### config.mk
export PLATFORM = sky130hd
export DESIGN_NAME = eth_tx_buffer
export DESIGN_NICKNAME = d
export VERILOG_FILES = /design/src/rtl/eth_tx_reg_pkg.sv /design/src/rtl/eth_tx_frame_pkg.sv /design/src/rtl/eth_tx_ifs.sv /design/src/rtl/apb_tx_regs.sv /design/src/rtl/tx_frame_store.sv /design/src/rtl/tx_frame_sender.sv /design/src/rtl/eth_tx_buffer.sv
export VERILOG_INCLUDE_DIRS = /design/src /design/src/include
export SDC_FILE = /design/constraint.sdc
export NUM_CORES = 1
export LEC_CHECK = 0
export BUFFER_PORTS_ARGS = -buffer_cell sky130_fd_sc_hd__buf_2
export CORE_MARGIN = 10
export CORE_UTILIZATION = 40
export DETAILED_ROUTE_END_ITERATION = 10
export PLACE_DENSITY = 0.52
export SLEW_MARGIN = 5
export SYNTH_ARGS = -nofsm -noshare
export SYNTH_HDL_FRONTEND = slang
export SYNTH_HIERARCHICAL = 1
export SYNTH_SLANG_ARGS = --single-unit
### constraint.sdc
create_clock -name apb -period 9.6 [get_ports apb]
set_clock_uncertainty 0.2 [all_clocks]
set_input_delay 0.48 -clock apb [delete_from_list [all_inputs] [get_ports apb]]
set_output_delay 0.48 -clock apb [all_outputs]
set_load 0.005 [all_outputs]
### src/include/eth_tx_defines.svh
`ifndef ETH_TX_DEFINES_SVH
`define ETH_TX_DEFINES_SVH

// Byte FIFO depth, also the starting byte credit count
`define ETH_TX_DATA_DEPTH 64

// Length FIFO depth in frames, also the starting frame credit count
`define ETH_TX_HDR_DEPTH 4

// Frame length width in bytes
`define ETH_TX_LEN_W 11

// APB address width
`define ETH_TX_ADDR_W 12

`endif

### src/rtl/eth_tx_reg_pkg.sv
`include "eth_tx_defines.svh"

package eth_tx_reg_pkg;

	// Address as seen on the APB completer side
	typedef logic [`ETH_TX_ADDR_W-1:0] apb_addr_t;

	// Register map
	// REG_TX_BUF and everything above it is the data window
	typedef enum apb_addr_t {
		REG_STAT   = 'h000,
		REG_COMMIT = 'h004,
		REG_TX_BUF = 'h010
	} reg_addr_t;

	// Index of a byte lane inside a 32-bit word
	typedef logic [1:0] lane_cnt_t;

	// Credit counters, wide enough to hold the full depth
	typedef logic [$clog2(`ETH_TX_DATA_DEPTH+1)-1:0] byte_credit_t;
	typedef logic [$clog2(`ETH_TX_HDR_DEPTH+1)-1:0]  frame_credit_t;

endpackage

### src/rtl/eth_tx_frame_pkg.sv
`include "eth_tx_defines.svh"

package eth_tx_frame_pkg;

	// Length of one committed frame in bytes
	typedef logic [`ETH_TX_LEN_W-1:0] frame_len_t;

	// Sender FSM
	// IDLE waits for a frame and tx_ready
	// POP latches the header
	// DATA walks through the payload bytes
	typedef enum logic [1:0] {
		SEND_IDLE = 2'd0,
		SEND_POP  = 2'd1,
		SEND_DATA = 2'd2
	} send_state_t;

endpackage

### src/rtl/eth_tx_ifs.sv
`timescale 1ns/1ps

//////////////////////////////
// Writer to store path, credit based

interface tx_push_if;
	import eth_tx_frame_pkg::*;

	// Byte push, one byte per cycle
	logic       push;
	logic [7:0] data;

	// Frame commit with its final length
	logic       commit;
	frame_len_t commit_len;

	// Single cycle credit returns from the store
	logic       byte_credit;
	logic       frame_credit;

	modport writer (
		output push, data, commit, commit_len,
		input  byte_credit, frame_credit
	);

	modport store (
		input  push, data, commit, commit_len,
		output byte_credit, frame_credit
	);
endinterface

//////////////////////////////
// Store to sender path

interface tx_pop_if;
	import eth_tx_frame_pkg::*;

	// Head of the length FIFO
	logic       frame_avail;
	frame_len_t frame_len;

	// Registered read data, valid the cycle after byte_pop
	logic [7:0] byte_data;

	logic       frame_pop;
	logic       byte_pop;

	modport store (
		output frame_avail, frame_len, byte_data,
		input  frame_pop, byte_pop
	);

	modport sender (
		input  frame_avail, frame_len, byte_data,
		output frame_pop, byte_pop
	);
endinterface

### src/rtl/apb_tx_regs.sv
`timescale 1ns/1ps
`include "eth_tx_defines.svh"

module apb_tx_regs (
	input  logic                      apb,
	input  logic                      rst,
	input  eth_tx_reg_pkg::apb_addr_t paddr,
	input  logic                      psel,
	input  logic                      penable,
	input  logic                      pwrite,
	input  logic [31:0]               pwdata,
	input  logic [3:0]                pstrb,
	input  logic                      link_up,
	output logic [31:0]               prdata,
	output logic                      pready,
	output logic                      pslverr,
	tx_push_if.writer                 push
);
	import eth_tx_reg_pkg::*;
	import eth_tx_frame_pkg::*;

	logic          access;
	logic          is_stat;
	logic          is_commit;
	logic          is_buf;
	logic          buf_wr;
	logic          lane0_wr;
	logic          commit_wr;
	logic          push_next;
	lane_cnt_t     last_lane;
	lane_cnt_t     pend_cnt;
	logic [23:0]   pend_data;
	frame_len_t    frame_bytes;
	byte_credit_t  byte_cred;
	frame_credit_t frame_cred;

	//////////////////////////////
	// Address decode

	assign access    = psel && penable;
	assign is_stat   = (paddr == REG_STAT);
	assign is_commit = (paddr == REG_COMMIT);
	assign is_buf    = (paddr >= REG_TX_BUF);

	// Stall while bytes of the last word are still going out
	// A word needs room for four bytes, a real commit needs a header slot
	assign pready = access && (pend_cnt == '0)
		&& !(pwrite && is_buf && (byte_cred < 4))
		&& !(pwrite && is_commit && (frame_bytes != '0) && (frame_cred == '0));

	// Status is read only, everything else is write only
	assign pslverr = pready && (pwrite ? is_stat : !is_stat);
	assign prdata  = (pready && !pwrite && is_stat) ? {31'h0, link_up} : 32'h0;

	assign buf_wr    = pready && pwrite && is_buf;
	// Empty strobe means nothing to store
	assign lane0_wr  = buf_wr && pstrb[0];
	// Empty commits are dropped here
	assign commit_wr = pready && pwrite && is_commit && (frame_bytes != '0);

	// Highest strobed lane, strobes contiguous from lane 0
	always_comb begin
		if (pstrb[3]) begin
			last_lane = 2'd3;
		end else if (pstrb[2]) begin
			last_lane = 2'd2;
		end else if (pstrb[1]) begin
			last_lane = 2'd1;
		end else begin
			last_lane = 2'd0;
		end
	end

	// One byte per cycle, lane 0 first
	assign push_next = lane0_wr || (pend_cnt != '0);

	//////////////////////////////
	// Serializer and frame length

	always_ff @(posedge apb) begin
		if (rst) begin
			push.push   <= 1'b0;
			push.commit <= 1'b0;
			pend_cnt    <= '0;
			frame_bytes <= '0;
		end else begin
			push.push   <= push_next;
			push.commit <= commit_wr;
			if (lane0_wr) begin
				pend_cnt <= last_lane;
			end else if (pend_cnt != '0) begin
				pend_cnt <= pend_cnt - 1'b1;
			end
			// Count at schedule time so a commit sees every byte
			if (commit_wr) begin
				frame_bytes <= '0;
			end else if (push_next) begin
				frame_bytes <= frame_bytes + 1'b1;
			end
		end
	end

	// Payload path
	always_ff @(posedge apb) begin
		if (lane0_wr) begin
			push.data <= pwdata[7:0];
			pend_data <= pwdata[31:8];
		end else if (pend_cnt != '0) begin
			push.data <= pend_data[7:0];
			pend_data <= {8'h0, pend_data[23:8]};
		end
		if (commit_wr) begin
			push.commit_len <= frame_bytes;
		end
	end

	//////////////////////////////
	// Credit counters

	always_ff @(posedge apb) begin
		if (rst) begin
			byte_cred  <= byte_credit_t'(`ETH_TX_DATA_DEPTH);
			frame_cred <= frame_credit_t'(`ETH_TX_HDR_DEPTH);
		end else begin
			byte_cred  <= byte_cred - byte_credit_t'(push_next)
				+ byte_credit_t'(push.byte_credit);
			frame_cred <= frame_cred - frame_credit_t'(commit_wr)
				+ frame_credit_t'(push.frame_credit);
		end
	end

	// Every scheduled byte must own a slot in the store
	a_push_credit: assert property (@(posedge apb) disable iff (rst)
		push_next |-> (byte_cred != '0));

	// Store never hands back more than it was given
	a_credit_bound: assert property (@(posedge apb) disable iff (rst)
		(byte_cred <= `ETH_TX_DATA_DEPTH) && (frame_cred <= `ETH_TX_HDR_DEPTH));

endmodule

### src/rtl/tx_frame_store.sv
`timescale 1ns/1ps
`include "eth_tx_defines.svh"

module tx_frame_store (
	input logic      apb,
	input logic      rst,
	tx_push_if.store push,
	tx_pop_if.store  pop
);
	import eth_tx_frame_pkg::*;

	localparam int DATA_AW = $clog2(`ETH_TX_DATA_DEPTH);
	localparam int HDR_AW  = $clog2(`ETH_TX_HDR_DEPTH);

	// Byte FIFO
	logic [7:0]         byte_mem [`ETH_TX_DATA_DEPTH];
	logic [DATA_AW-1:0] byte_wr_ptr;
	logic [DATA_AW-1:0] byte_rd_ptr;
	logic [DATA_AW:0]   byte_cnt;

	// Length FIFO
	frame_len_t         len_mem [`ETH_TX_HDR_DEPTH];
	logic [HDR_AW-1:0]  len_wr_ptr;
	logic [HDR_AW-1:0]  len_rd_ptr;
	logic [HDR_AW:0]    len_cnt;

	//////////////////////////////
	// Storage

	always_ff @(posedge apb) begin
		if (push.push) begin
			byte_mem[byte_wr_ptr] <= push.data;
		end
		// Read data lands one cycle after the pop
		if (pop.byte_pop) begin
			pop.byte_data <= byte_mem[byte_rd_ptr];
		end
		if (push.commit) begin
			len_mem[len_wr_ptr] <= push.commit_len;
		end
	end

	// Head length is visible before the pop
	assign pop.frame_avail = (len_cnt != '0);
	assign pop.frame_len   = len_mem[len_rd_ptr];

	//////////////////////////////
	// Pointers, occupancy and credit return

	always_ff @(posedge apb) begin
		if (rst) begin
			byte_wr_ptr       <= '0;
			byte_rd_ptr       <= '0;
			byte_cnt          <= '0;
			len_wr_ptr        <= '0;
			len_rd_ptr        <= '0;
			len_cnt           <= '0;
			push.byte_credit  <= 1'b0;
			push.frame_credit <= 1'b0;
		end else begin
			// Power of two depths, pointers wrap by themselves
			if (push.push) begin
				byte_wr_ptr <= byte_wr_ptr + 1'b1;
			end
			if (pop.byte_pop) begin
				byte_rd_ptr <= byte_rd_ptr + 1'b1;
			end
			byte_cnt <= byte_cnt + (DATA_AW+1)'(push.push) - (DATA_AW+1)'(pop.byte_pop);

			if (push.commit) begin
				len_wr_ptr <= len_wr_ptr + 1'b1;
			end
			if (pop.frame_pop) begin
				len_rd_ptr <= len_rd_ptr + 1'b1;
			end
			len_cnt <= len_cnt + (HDR_AW+1)'(push.commit) - (HDR_AW+1)'(pop.frame_pop);

			// Each freed entry goes back to the writer
			push.byte_credit  <= pop.byte_pop;
			push.frame_credit <= pop.frame_pop;
		end
	end

	// Sender only pops what is there
	a_no_underflow: assert property (@(posedge apb) disable iff (rst)
		(pop.byte_pop |-> (byte_cnt != '0)) and (pop.frame_pop |-> (len_cnt != '0)));

	// Writer credits keep both memories from overflowing
	a_no_overflow: assert property (@(posedge apb) disable iff (rst)
		(push.push |-> (byte_cnt < `ETH_TX_DATA_DEPTH))
		and (push.commit |-> (len_cnt < `ETH_TX_HDR_DEPTH)));

endmodule

### src/rtl/tx_frame_sender.sv
`timescale 1ns/1ps

module tx_frame_sender (
	input  logic       apb,
	input  logic       rst,
	input  logic       tx_ready,
	output logic       tx_start,
	output logic       tx_valid,
	output logic [7:0] tx_data,
	tx_pop_if.sender   pop
);
	import eth_tx_frame_pkg::*;

	send_state_t state;
	frame_len_t  len_q;
	frame_len_t  sent;
	// First byte_pop of a frame, becomes tx_start a cycle later
	logic        start_pop;

	// Store output is already registered
	assign tx_data = pop.byte_data;

	always_ff @(posedge apb) begin
		if (rst) begin
			state         <= SEND_IDLE;
			pop.frame_pop <= 1'b0;
			pop.byte_pop  <= 1'b0;
			start_pop     <= 1'b0;
			sent          <= '0;
			tx_start      <= 1'b0;
			tx_valid      <= 1'b0;
		end else begin
			pop.frame_pop <= 1'b0;
			pop.byte_pop  <= 1'b0;
			start_pop     <= 1'b0;
			// Markers trail the pops to line up with byte_data
			tx_start      <= start_pop;
			tx_valid      <= pop.byte_pop;

			case (state)
				// tx_ready only matters between frames
				SEND_IDLE: begin
					if (pop.frame_avail && tx_ready) begin
						pop.frame_pop <= 1'b1;
						state         <= SEND_POP;
					end
				end
				SEND_POP: begin
					pop.byte_pop <= 1'b1;
					start_pop    <= 1'b1;
					sent         <= frame_len_t'(1);
					state        <= SEND_DATA;
				end
				SEND_DATA: begin
					if (sent >= len_q) begin
						state <= SEND_IDLE;
					end else begin
						pop.byte_pop <= 1'b1;
						sent         <= sent + 1'b1;
					end
				end
				default: begin
					state <= SEND_IDLE;
				end
			endcase
		end
	end

	// Header latched on the same edge the store drops it
	always_ff @(posedge apb) begin
		if (state == SEND_POP) begin
			len_q <= pop.frame_len;
		end
	end

	// Start marker sits on a valid byte and opens a burst after an idle cycle
	a_start_with_valid: assert property (@(posedge apb) disable iff (rst)
		tx_start |-> (tx_valid && !$past(tx_valid)));

endmodule

### src/rtl/eth_tx_buffer.sv
`timescale 1ns/1ps

module eth_tx_buffer (
	input  logic                      apb,
	input  logic                      rst,

	// APB completer
	input  eth_tx_reg_pkg::apb_addr_t paddr,
	input  logic                      psel,
	input  logic                      penable,
	input  logic                      pwrite,
	input  logic [31:0]               pwdata,
	input  logic [3:0]                pstrb,
	output logic [31:0]               prdata,
	output logic                      pready,
	output logic                      pslverr,

	input  logic                      link_up,

	// MAC byte stream
	input  logic                      tx_ready,
	output logic                      tx_start,
	output logic                      tx_valid,
	output logic [7:0]                tx_data
);

	//////////////////////////////
	// Internal buses

	tx_push_if i_push ();
	tx_pop_if  i_pop ();

	//////////////////////////////
	// Blocks

	// Register front end and serializer
	apb_tx_regs i_regs (
		.apb     (apb),
		.rst     (rst),
		.paddr   (paddr),
		.psel    (psel),
		.penable (penable),
		.pwrite  (pwrite),
		.pwdata  (pwdata),
		.pstrb   (pstrb),
		.link_up (link_up),
		.prdata  (prdata),
		.pready  (pready),
		.pslverr (pslverr),
		.push    (i_push.writer)
	);

	// Byte and length FIFOs
	tx_frame_store i_store (
		.apb  (apb),
		.rst  (rst),
		.push (i_push.store),
		.pop  (i_pop.store)
	);

	// Frame pop FSM toward the MAC
	tx_frame_sender i_sender (
		.apb      (apb),
		.rst      (rst),
		.tx_ready (tx_ready),
		.tx_start (tx_start),
		.tx_valid (tx_valid),
		.tx_data  (tx_data),
		.pop      (i_pop.sender)
	);

endmodule

# == Word level (Yosys, flattened, before mapping) ==
# Memories as Yosys holds them, arrays and structs flattened. A register that Yosys moved wholly into a read port is not among the register bits.
# Index checks and enable logic that the tools add are counted.
# word_totals
romBits,0
elab_cells,107
ram_bits,556
n_memories,2
regBits,106
output_inout_bits,44
latch_bits,0
inputBits,55
# mem_list
name,depth,word_bits,read_ports,rd_clocked_by_memory_dff,wr,line,rtl
i_store.byte_mem,64,8,1,1,1,tx_frame_store.sv:16,logic [7:0] byte_mem [`ETH_TX_DATA_DEPTH];
i_store.len_mem,4,11,1,1,1,tx_frame_store.sv:22,frame_len_t len_mem [`ETH_TX_HDR_DEPTH];
# classes
shift,0
eq_ne,6
muxes,24
multipliers,0
bitwise,1
order_cmp,3
n_reduce_logical,36
div,0
addsub,13
# op_table
op,count
24-bit 2-to-1 mux,2
"11-bit by 1-bit adder with 11-bit output, second input constant",2
11-bit case mux with 2 select lines,1
1-bit logical AND,18
8-bit 2-to-1 mux,2
"6-bit by 1-bit adder with 6-bit output, second input constant",2
"12-bit by 3-bit == test with 1-bit output, second input constant",1
"12-bit by 5-bit >= comparator with 1-bit output, second input constant",1
12-bit logical NOT,1
2-bit 2-to-1 mux,6
11-bit >= comparator,1
11-bit 2-to-1 mux,1
11-bit nonzero test,1
1-bit 2-to-1 mux,10
7-bit by 1-bit adder with 7-bit output,1
"7-bit by 3-bit less-than comparator with 1-bit output, second input constant",1
7-bit by 1-bit subtractor with 7-bit output,1
3-bit by 1-bit adder with 3-bit output,2
2-bit case mux with 3 select lines,1
2-bit nonzero test,3
3-bit by 1-bit subtractor with 3-bit output,2
"2-bit by 1-bit adder with 2-bit output, second input constant",2
1-bit logical NOT,4
2-bit logical NOT,2
other kinds (12),15

# == Longest topological paths before layout ==
# depth
word_depth,12
depth_mapped,18
ltp_nobuf,16

# == By module ==
# The synthesis kept the hierarchy.
# by_module_without_submodules
module,n_inst,cells_per_inst,area_each_um2
tx_frame_store,1,1121,22810.6
apb_tx_regs,1,351,3460.8
tx_frame_sender,1,158,1540.2

# == Worst setup path after synthesis ==
# No wires, ideal clock.
# synth_path
path_type,input to register
startpoint,in paddr[7]
endpoint,reg i_regs.byte_cred[6]
required_time_ps,9284
path_stages,16
arrival_time_ps,3986
setup_slack_ps,5299
cell_sequence,or4_1 o2111a_1 a21boi_0 buf_2 buf_6 inv_1 ha_1 inv_1 ha_1 inv_1 fa_1 nor2b_1 o21ai_0 a21oi_1 or4_1 and3_1
# synth_via
elab_chain_len,12
word_cells_on_any_way,17
cone_classes,add/sub (2); order compare (1); eq/ne (1); reduce/logical (13)
# synth_lines
element,line,rtl
"start, declared",eth_tx_buffer.sv:8,"input eth_tx_reg_pkg::apb_addr_t paddr,"
12-bit by 5-bit >= comparator with 1-bit output or 12-bit by 3-bit == test with 1-bit output (tied branches),"apb_tx_regs.sv:43, apb_tx_regs.sv:42",
1-bit logical AND (on tied branches) (2 in a row),"apb_tx_regs.sv:48, apb_tx_regs.sv:49",
1-bit logical NOT or 1-bit logical AND (tied branches),"apb_tx_regs.sv:48, apb_tx_regs.sv:49",
1-bit logical AND or 1-bit logical NOT (tied branches),"apb_tx_regs.sv:48, apb_tx_regs.sv:49",
1-bit logical AND,apb_tx_regs.sv:49,&& !(pwrite && is_commit && (frame_bytes != '0) && (frame_cred == '0));
1-bit logical AND,apb_tx_regs.sv:55,assign buf_wr = pready && pwrite && is_buf;
1-bit logical AND (*),apb_tx_regs.sv:55,
1-bit logical AND (*),apb_tx_regs.sv:57,assign lane0_wr = buf_wr && pstrb[0];
1-bit logical OR (*),apb_tx_regs.sv:75,assign push_next = lane0_wr || (pend_cnt != '0);
net i_regs.push_next,apb_tx_regs.sv:29,logic push_next;
7-bit by 1-bit subtractor with 7-bit output (*),apb_tx_regs.sv:125,byte_cred <= byte_cred - byte_credit_t'(push_next)
7-bit by 1-bit adder with 7-bit output (*),apb_tx_regs.sv:126,+ byte_credit_t'(push.byte_credit);
"end signal, assigned",apb_tx_regs.sv:122,byte_cred <= byte_credit_t'(`ETH_TX_DATA_DEPTH);
"end signal, assigned",apb_tx_regs.sv:125,
"end, declared",apb_tx_regs.sv:34,byte_credit_t byte_cred;
# The timed path passes the listed nets; every way through them passes the cells marked *.
# A chain may end at the register's enable or synchronous reset.

# == Worst setup path in the final report ==
# layout_path
startpoint,reg i_regs.pend_cnt[0]
endpoint,reg i_regs.byte_cred[6]
# layout_via
elab_chain_len,10
word_cells_on_any_way,11
cone_classes,add/sub (2); reduce/logical (9)
# layout_lines
element,line,rtl
"start, declared",apb_tx_regs.sv:31,lane_cnt_t pend_cnt;
"start signal, assigned",apb_tx_regs.sv:90,pend_cnt <= last_lane;
"start signal, assigned",apb_tx_regs.sv:92,pend_cnt <= pend_cnt - 1'b1;
2-bit logical NOT,apb_tx_regs.sv:47,assign pready = access && (pend_cnt == '0)
1-bit logical AND,apb_tx_regs.sv:47,
1-bit logical AND,apb_tx_regs.sv:48,&& !(pwrite && is_buf && (byte_cred < 4))
1-bit logical AND,apb_tx_regs.sv:49,
1-bit logical AND (2 in a row),apb_tx_regs.sv:55,
1-bit logical AND,apb_tx_regs.sv:57,
1-bit logical OR (*),apb_tx_regs.sv:75,
net i_regs.push_next,apb_tx_regs.sv:29,
7-bit by 1-bit subtractor with 7-bit output (*),apb_tx_regs.sv:125,
7-bit by 1-bit adder with 7-bit output (*),apb_tx_regs.sv:126,
# Marked as above.

==> results by group <==
Synthesis
  – Synth unique cells: 66
  – Cell area after synthesis: between 20000 and 30000 um2
  – Top FF cell, synth: edfxtp_1
  – Syn Area/Cell: 17.1 um2
  – EDFF count, synth: 618
  – Seq/Total Area, Yosys: just over 70%
  – Synth Register Bits: about 680
  – Gate Count Post-Synth: 1630
  – Synth warn: 6
  – Ys async rst share: 0%

Power
  – Pleak: between 10 and 15 nW
  – Total power: around 7.5 mW
  – PD cells: between 200 and 250 nW/um2
  – Worst IR Drop VDD: ~0.16 mV

Worst setup path
  – R2R Setup Slk: between 5 and 6 ns
  – Path depth of the worst reg2reg path: 18
  – Required @ worst endpoint: about 10 ns
  – Crit. End Element: flip-flop
  – Reg2Reg Capture Point: i_regs/byte_cred[6]
  – Cells along the critical path: inv_1 -> ha_1 -> and3_2 -> o2111a_1 -> a21boi_1 -> buf_4 -> inv_1 -> buf_4 -> ha_1 -> inv_1 -> ha_1 -> inv_1 -> fa_1 -> nor2b_1 -> o21ai_0 -> a21oi_1 -> o21ai_0 -> and3_1
  – Delay-heaviest family, CP: adder cells
  – Critical path data arrival time: 4.42 ns
  – Bufs and invs on worst path: 6
  – Crit path kind: flip-flop to flip-flop
  – Critical path fanouts, max: 33
  – Cell mode on critical path: inv_1
  – CP max stage delay: 0.44 ns
  – Slowest stage cell, crit path: o2111a_1
  – FF-to-FF Start: i_regs/pend_cnt[0]
  – Startpoint types: flip-flop

Global routing
  – Initial antenna violation count: 1
  – Number of global-route vias before repair: roughly 15000
  – Total track usage: between 15 and 20%
  – Pin count of the biggest net entering global routing: 65
  – Global-route wire length before repair: 93.4 mm
  – Total congestion overflow: 0

Clock tree
  – TritonCTS Sinks: approximately 700
  – CTS HTree Levels: 3
  – Root Buffer: clkbuf_16
  – Longest Clk Path Bufs: 3
  – CTS tree: yes
  – Worst-path clk slew: 0.06 ns
  – Worst-Skew Late Latency: between 0.6 and 0.7 ns
  – Total CTS buffers: 74

Finish
  – Share of cells above drive strength 1: about a fifth
  – Final design utilization: a little under half
  – # fillers: 5979
  – # diodes: 0
  – Area Growth Syn to Fin: 13.6%
  – NumNets Final: 1840

STA
  – Slew @ Worst Pin: 1.29 ns
  – Max_slew headroom: between 10% and 20%
  – Final min period: between 4 and 5 ns
  – Fin crit share: a little over two fifths
  – Setup violators final: 0
  – Max Fclk: about 240 MHz
  – TNS Setup: 0 ns
  – Hold violation count in the final report: 0
  – Max-slew violation count: 0
  – Setup repair after global routing missed its margin: false
  – Fin worst setup slack: about 5.5 ns

Placement
  – Placer Congestion: ~0.77
  – Port bufs: 67
  – DP HPWL: around 37 mm
  – Worst slack, placed: about 5.1 ns

Route
  – WL per Instance: approximately 23 um
  – Final WL: 61.7 mm
  – Final ANT Viol Nets: 0
  – Remaining DRCs: 0
  – DRT Pass-1 Iters: 6
  – Vias per inst: roughly 5.3
  – Iter 0 DRT Violations: around 1200
  – Vias: approximately 15000

Die
  – Core area: a little under 70000 um2
  – Die Width: around 280 um
  – I/O pin count: about 100
  – Die area: between 80000 and 90000 um2
  – Cell Rows: 96
  – Initial Util: 40.5%
  – Chip Height: between 200 and 300 um

Worst hold path
  – Hold Crit Class: primary input to flip-flop
  – Hold Path End: i_regs/pend_cnt[0]
  – Worst hold start: pstrb[1]
  – Hold path depth: 3

Flow run
  – Max_cap viols: 0

Run status
  – Status: completed
repair_timing:
action / in CTS / in global routing
gates resized for setup: 0 / 0
hold buffers: 35 / 0
endpoints found under the hold margin: 35 / 0
setup buffers: 0 / 0
synthesized netlist by cell type, types with 6 or more instances:
| cell | count | area, um2 |
|---|---|---|
| a211oi_1 | 11 | 82.6 |
| a21oi_1 | 33 | 165 |
| a221oi_1 | 15 | 131 |
| a22o_1 | 7 | 61.3 |
| a22oi_1 | 23 | 173 |
| a31oi_1 | 12 | 75.1 |
| and2_1 | 6 | 37.5 |
| and3_1 | 19 | 119 |
| buf_2 | 20 | 100 |
| buf_4 | 54 | 405 |
| buf_6 | 6 | 67.6 |
| clkbuf_1 | 31 | 116 |
| dfxtp_1 | 66 | 1320 |
| edfxtp_1 | 618 | 18600 |
| ha_1 | 37 | 463 |
| inv_1 | 53 | 199 |
| mux2_2 | 34 | 383 |
| mux2i_1 | 24 | 240 |
| mux4_2 | 118 | 2660 |
| nand2_1 | 121 | 454 |
| nand2b_1 | 12 | 75.1 |
| nand3_1 | 35 | 175 |
| nand4_1 | 9 | 56.3 |
| nor2_1 | 101 | 379 |
| nor2b_1 | 19 | 119 |
| nor3_1 | 15 | 75.1 |
| o211ai_1 | 11 | 82.6 |
| o21ai_0 | 13 | 65.1 |
| o31ai_1 | 6 | 45.0 |
| or3_1 | 6 | 37.5 |
| or4_1 | 11 | 82.6 |
| xnor2_1 | 12 | 105 |
| xor2_1 | 9 | 78.8 |
stage by stage:
step	hold WS, ns	std cells	cell area (um2)
floorplan	0.214	1660	27900
global placement	0.247	2565	28900
global route	0.0402	2735	31600
CTS	0.00108	2735	31600
detailed placement	0.251	2565	28900
finish	0.0373	2735	31600
kinds of logic (layout without fill, tap and decap cells):
| family | Yosys count | in the layout | synth area share (%) |
|---|---|---|---|
| AO/OA/AOI/OAI | 153 | 153 | 3.90 |
| XOR/XNOR | 21 | 21 | 0.661 |
| adder cells (fa/ha/maj) | 40 | 40 | 1.88 |
| buffers and inverters | 170 | 314 | 3.39 |
| flip-flops | 684 | 684 | 71.5 |
| multiplexers | 179 | 179 | 12.1 |
| other | 1 | 31 | 0.0135 |
| AND/OR/NAND/NOR | 382 | 382 | 6.60 |
tightest hold or removal path: stages:
cell and delay, ns:
buf_2 0.09, a21oi_1 0.14, a211oi_1 0.08
cell usage in the layout, fill, tap and decap left out, drive strengths merged, types with 15 or more instances in the layout:
| cell type | Yosys | routed |
|---|---|---|
| edfxtp | 618 | 618 |
| nand2 | 121 | 121 |
| mux4 | 121 | 121 |
| nor2 | 102 | 102 |
| clkbuf | 31 | 101 |
| buf | 86 | 91 |
| dfxtp | 66 | 66 |
| inv | 53 | 55 |
| ha | 37 | 37 |
| dlygate4sd3 | 0 | 35 |
| nand3 | 35 | 35 |
| mux2 | 34 | 34 |
| a21oi | 33 | 33 |
| conb | 1 | 31 |
| clkinv | 0 | 27 |
| mux2i | 24 | 24 |
| a22oi | 23 | 23 |
| and3 | 20 | 20 |
| nor2b | 19 | 19 |
| a221oi | 17 | 17 |
| nor3 | 15 | 15 |
| o21ai | 15 | 15 |
worst max-delay path by stage:
stage	startpoint	slack, ns	cells after the start	endpoint
6_report	i_regs/pend_cnt[0]	5.48	18	i_regs/byte_cred[6]
5_1_grt	i_regs/pend_cnt[0]	5.11	18	i_regs/byte_cred[6]
4_1_cts	i_regs/pend_cnt[0]	5.46	18	i_regs/byte_cred[6]
3_5_place_dp	paddr[7]	5.12	17	i_regs/byte_cred[6]
3_3_place_gp	paddr[7]	5.17	17	i_regs/byte_cred[6]
2_1_floorplan	paddr[7]	5.30	16	i_regs/byte_cred[6]
flip-flops by register name, summed over array words and instances (netlist names), 6 cells and up, named ones only:
name                    count
i_store/len_mem            44
i_sender/len_q             11
i_store/pop.byte_data       8
i_regs/frame_bytes         11
i_regs/push.data            8
i_regs/push.commit_len     11
i_regs/pend_data           24
i_regs/byte_cred            7
i_store/byte_wr_ptr         6
i_sender/sent              11
i_store/byte_rd_ptr         6
i_store/byte_mem          512
power by group:
part	internal (mW)	switching [mW]	total (mW)
combinational	0.232	0.647	0.878
sequential	3.76	0.0711	3.83
clock	1.62	1.14	2.76
routing by layer:
| metal | vias to the layer above | routed length, um | global-route usage (%) |
|---|---|---|---|
| met4 | 0 | 1330 | 4.84 |
| met1 | 7592 | 28000 | 21.1 |
| met2 | 351 | 29300 | 24.0 |
| met5 | - | 0 | 0 |
| met3 | 91 | 3080 | 2.42 |
| li1 | 6541 | - | - |
final cells by class:
| type | instances | area [um2] | share of cell area, % |
|---|---|---|---|
| clock inverter | 34 | 304 | 0.962 |
| inverter | 53 | 199 | 0.630 |
| clock buffer | 101 | 2060 | 6.51 |
| timing repair buffer | 126 | 866 | 2.74 |
| tap | 931 | 1160 | 3.69 |
| multi-input combinational | 806 | 7110 | 22.5 |
| sequential | 684 | 19900 | 63.0 |
No activity file was read; power rests on OpenSTA's default activity.
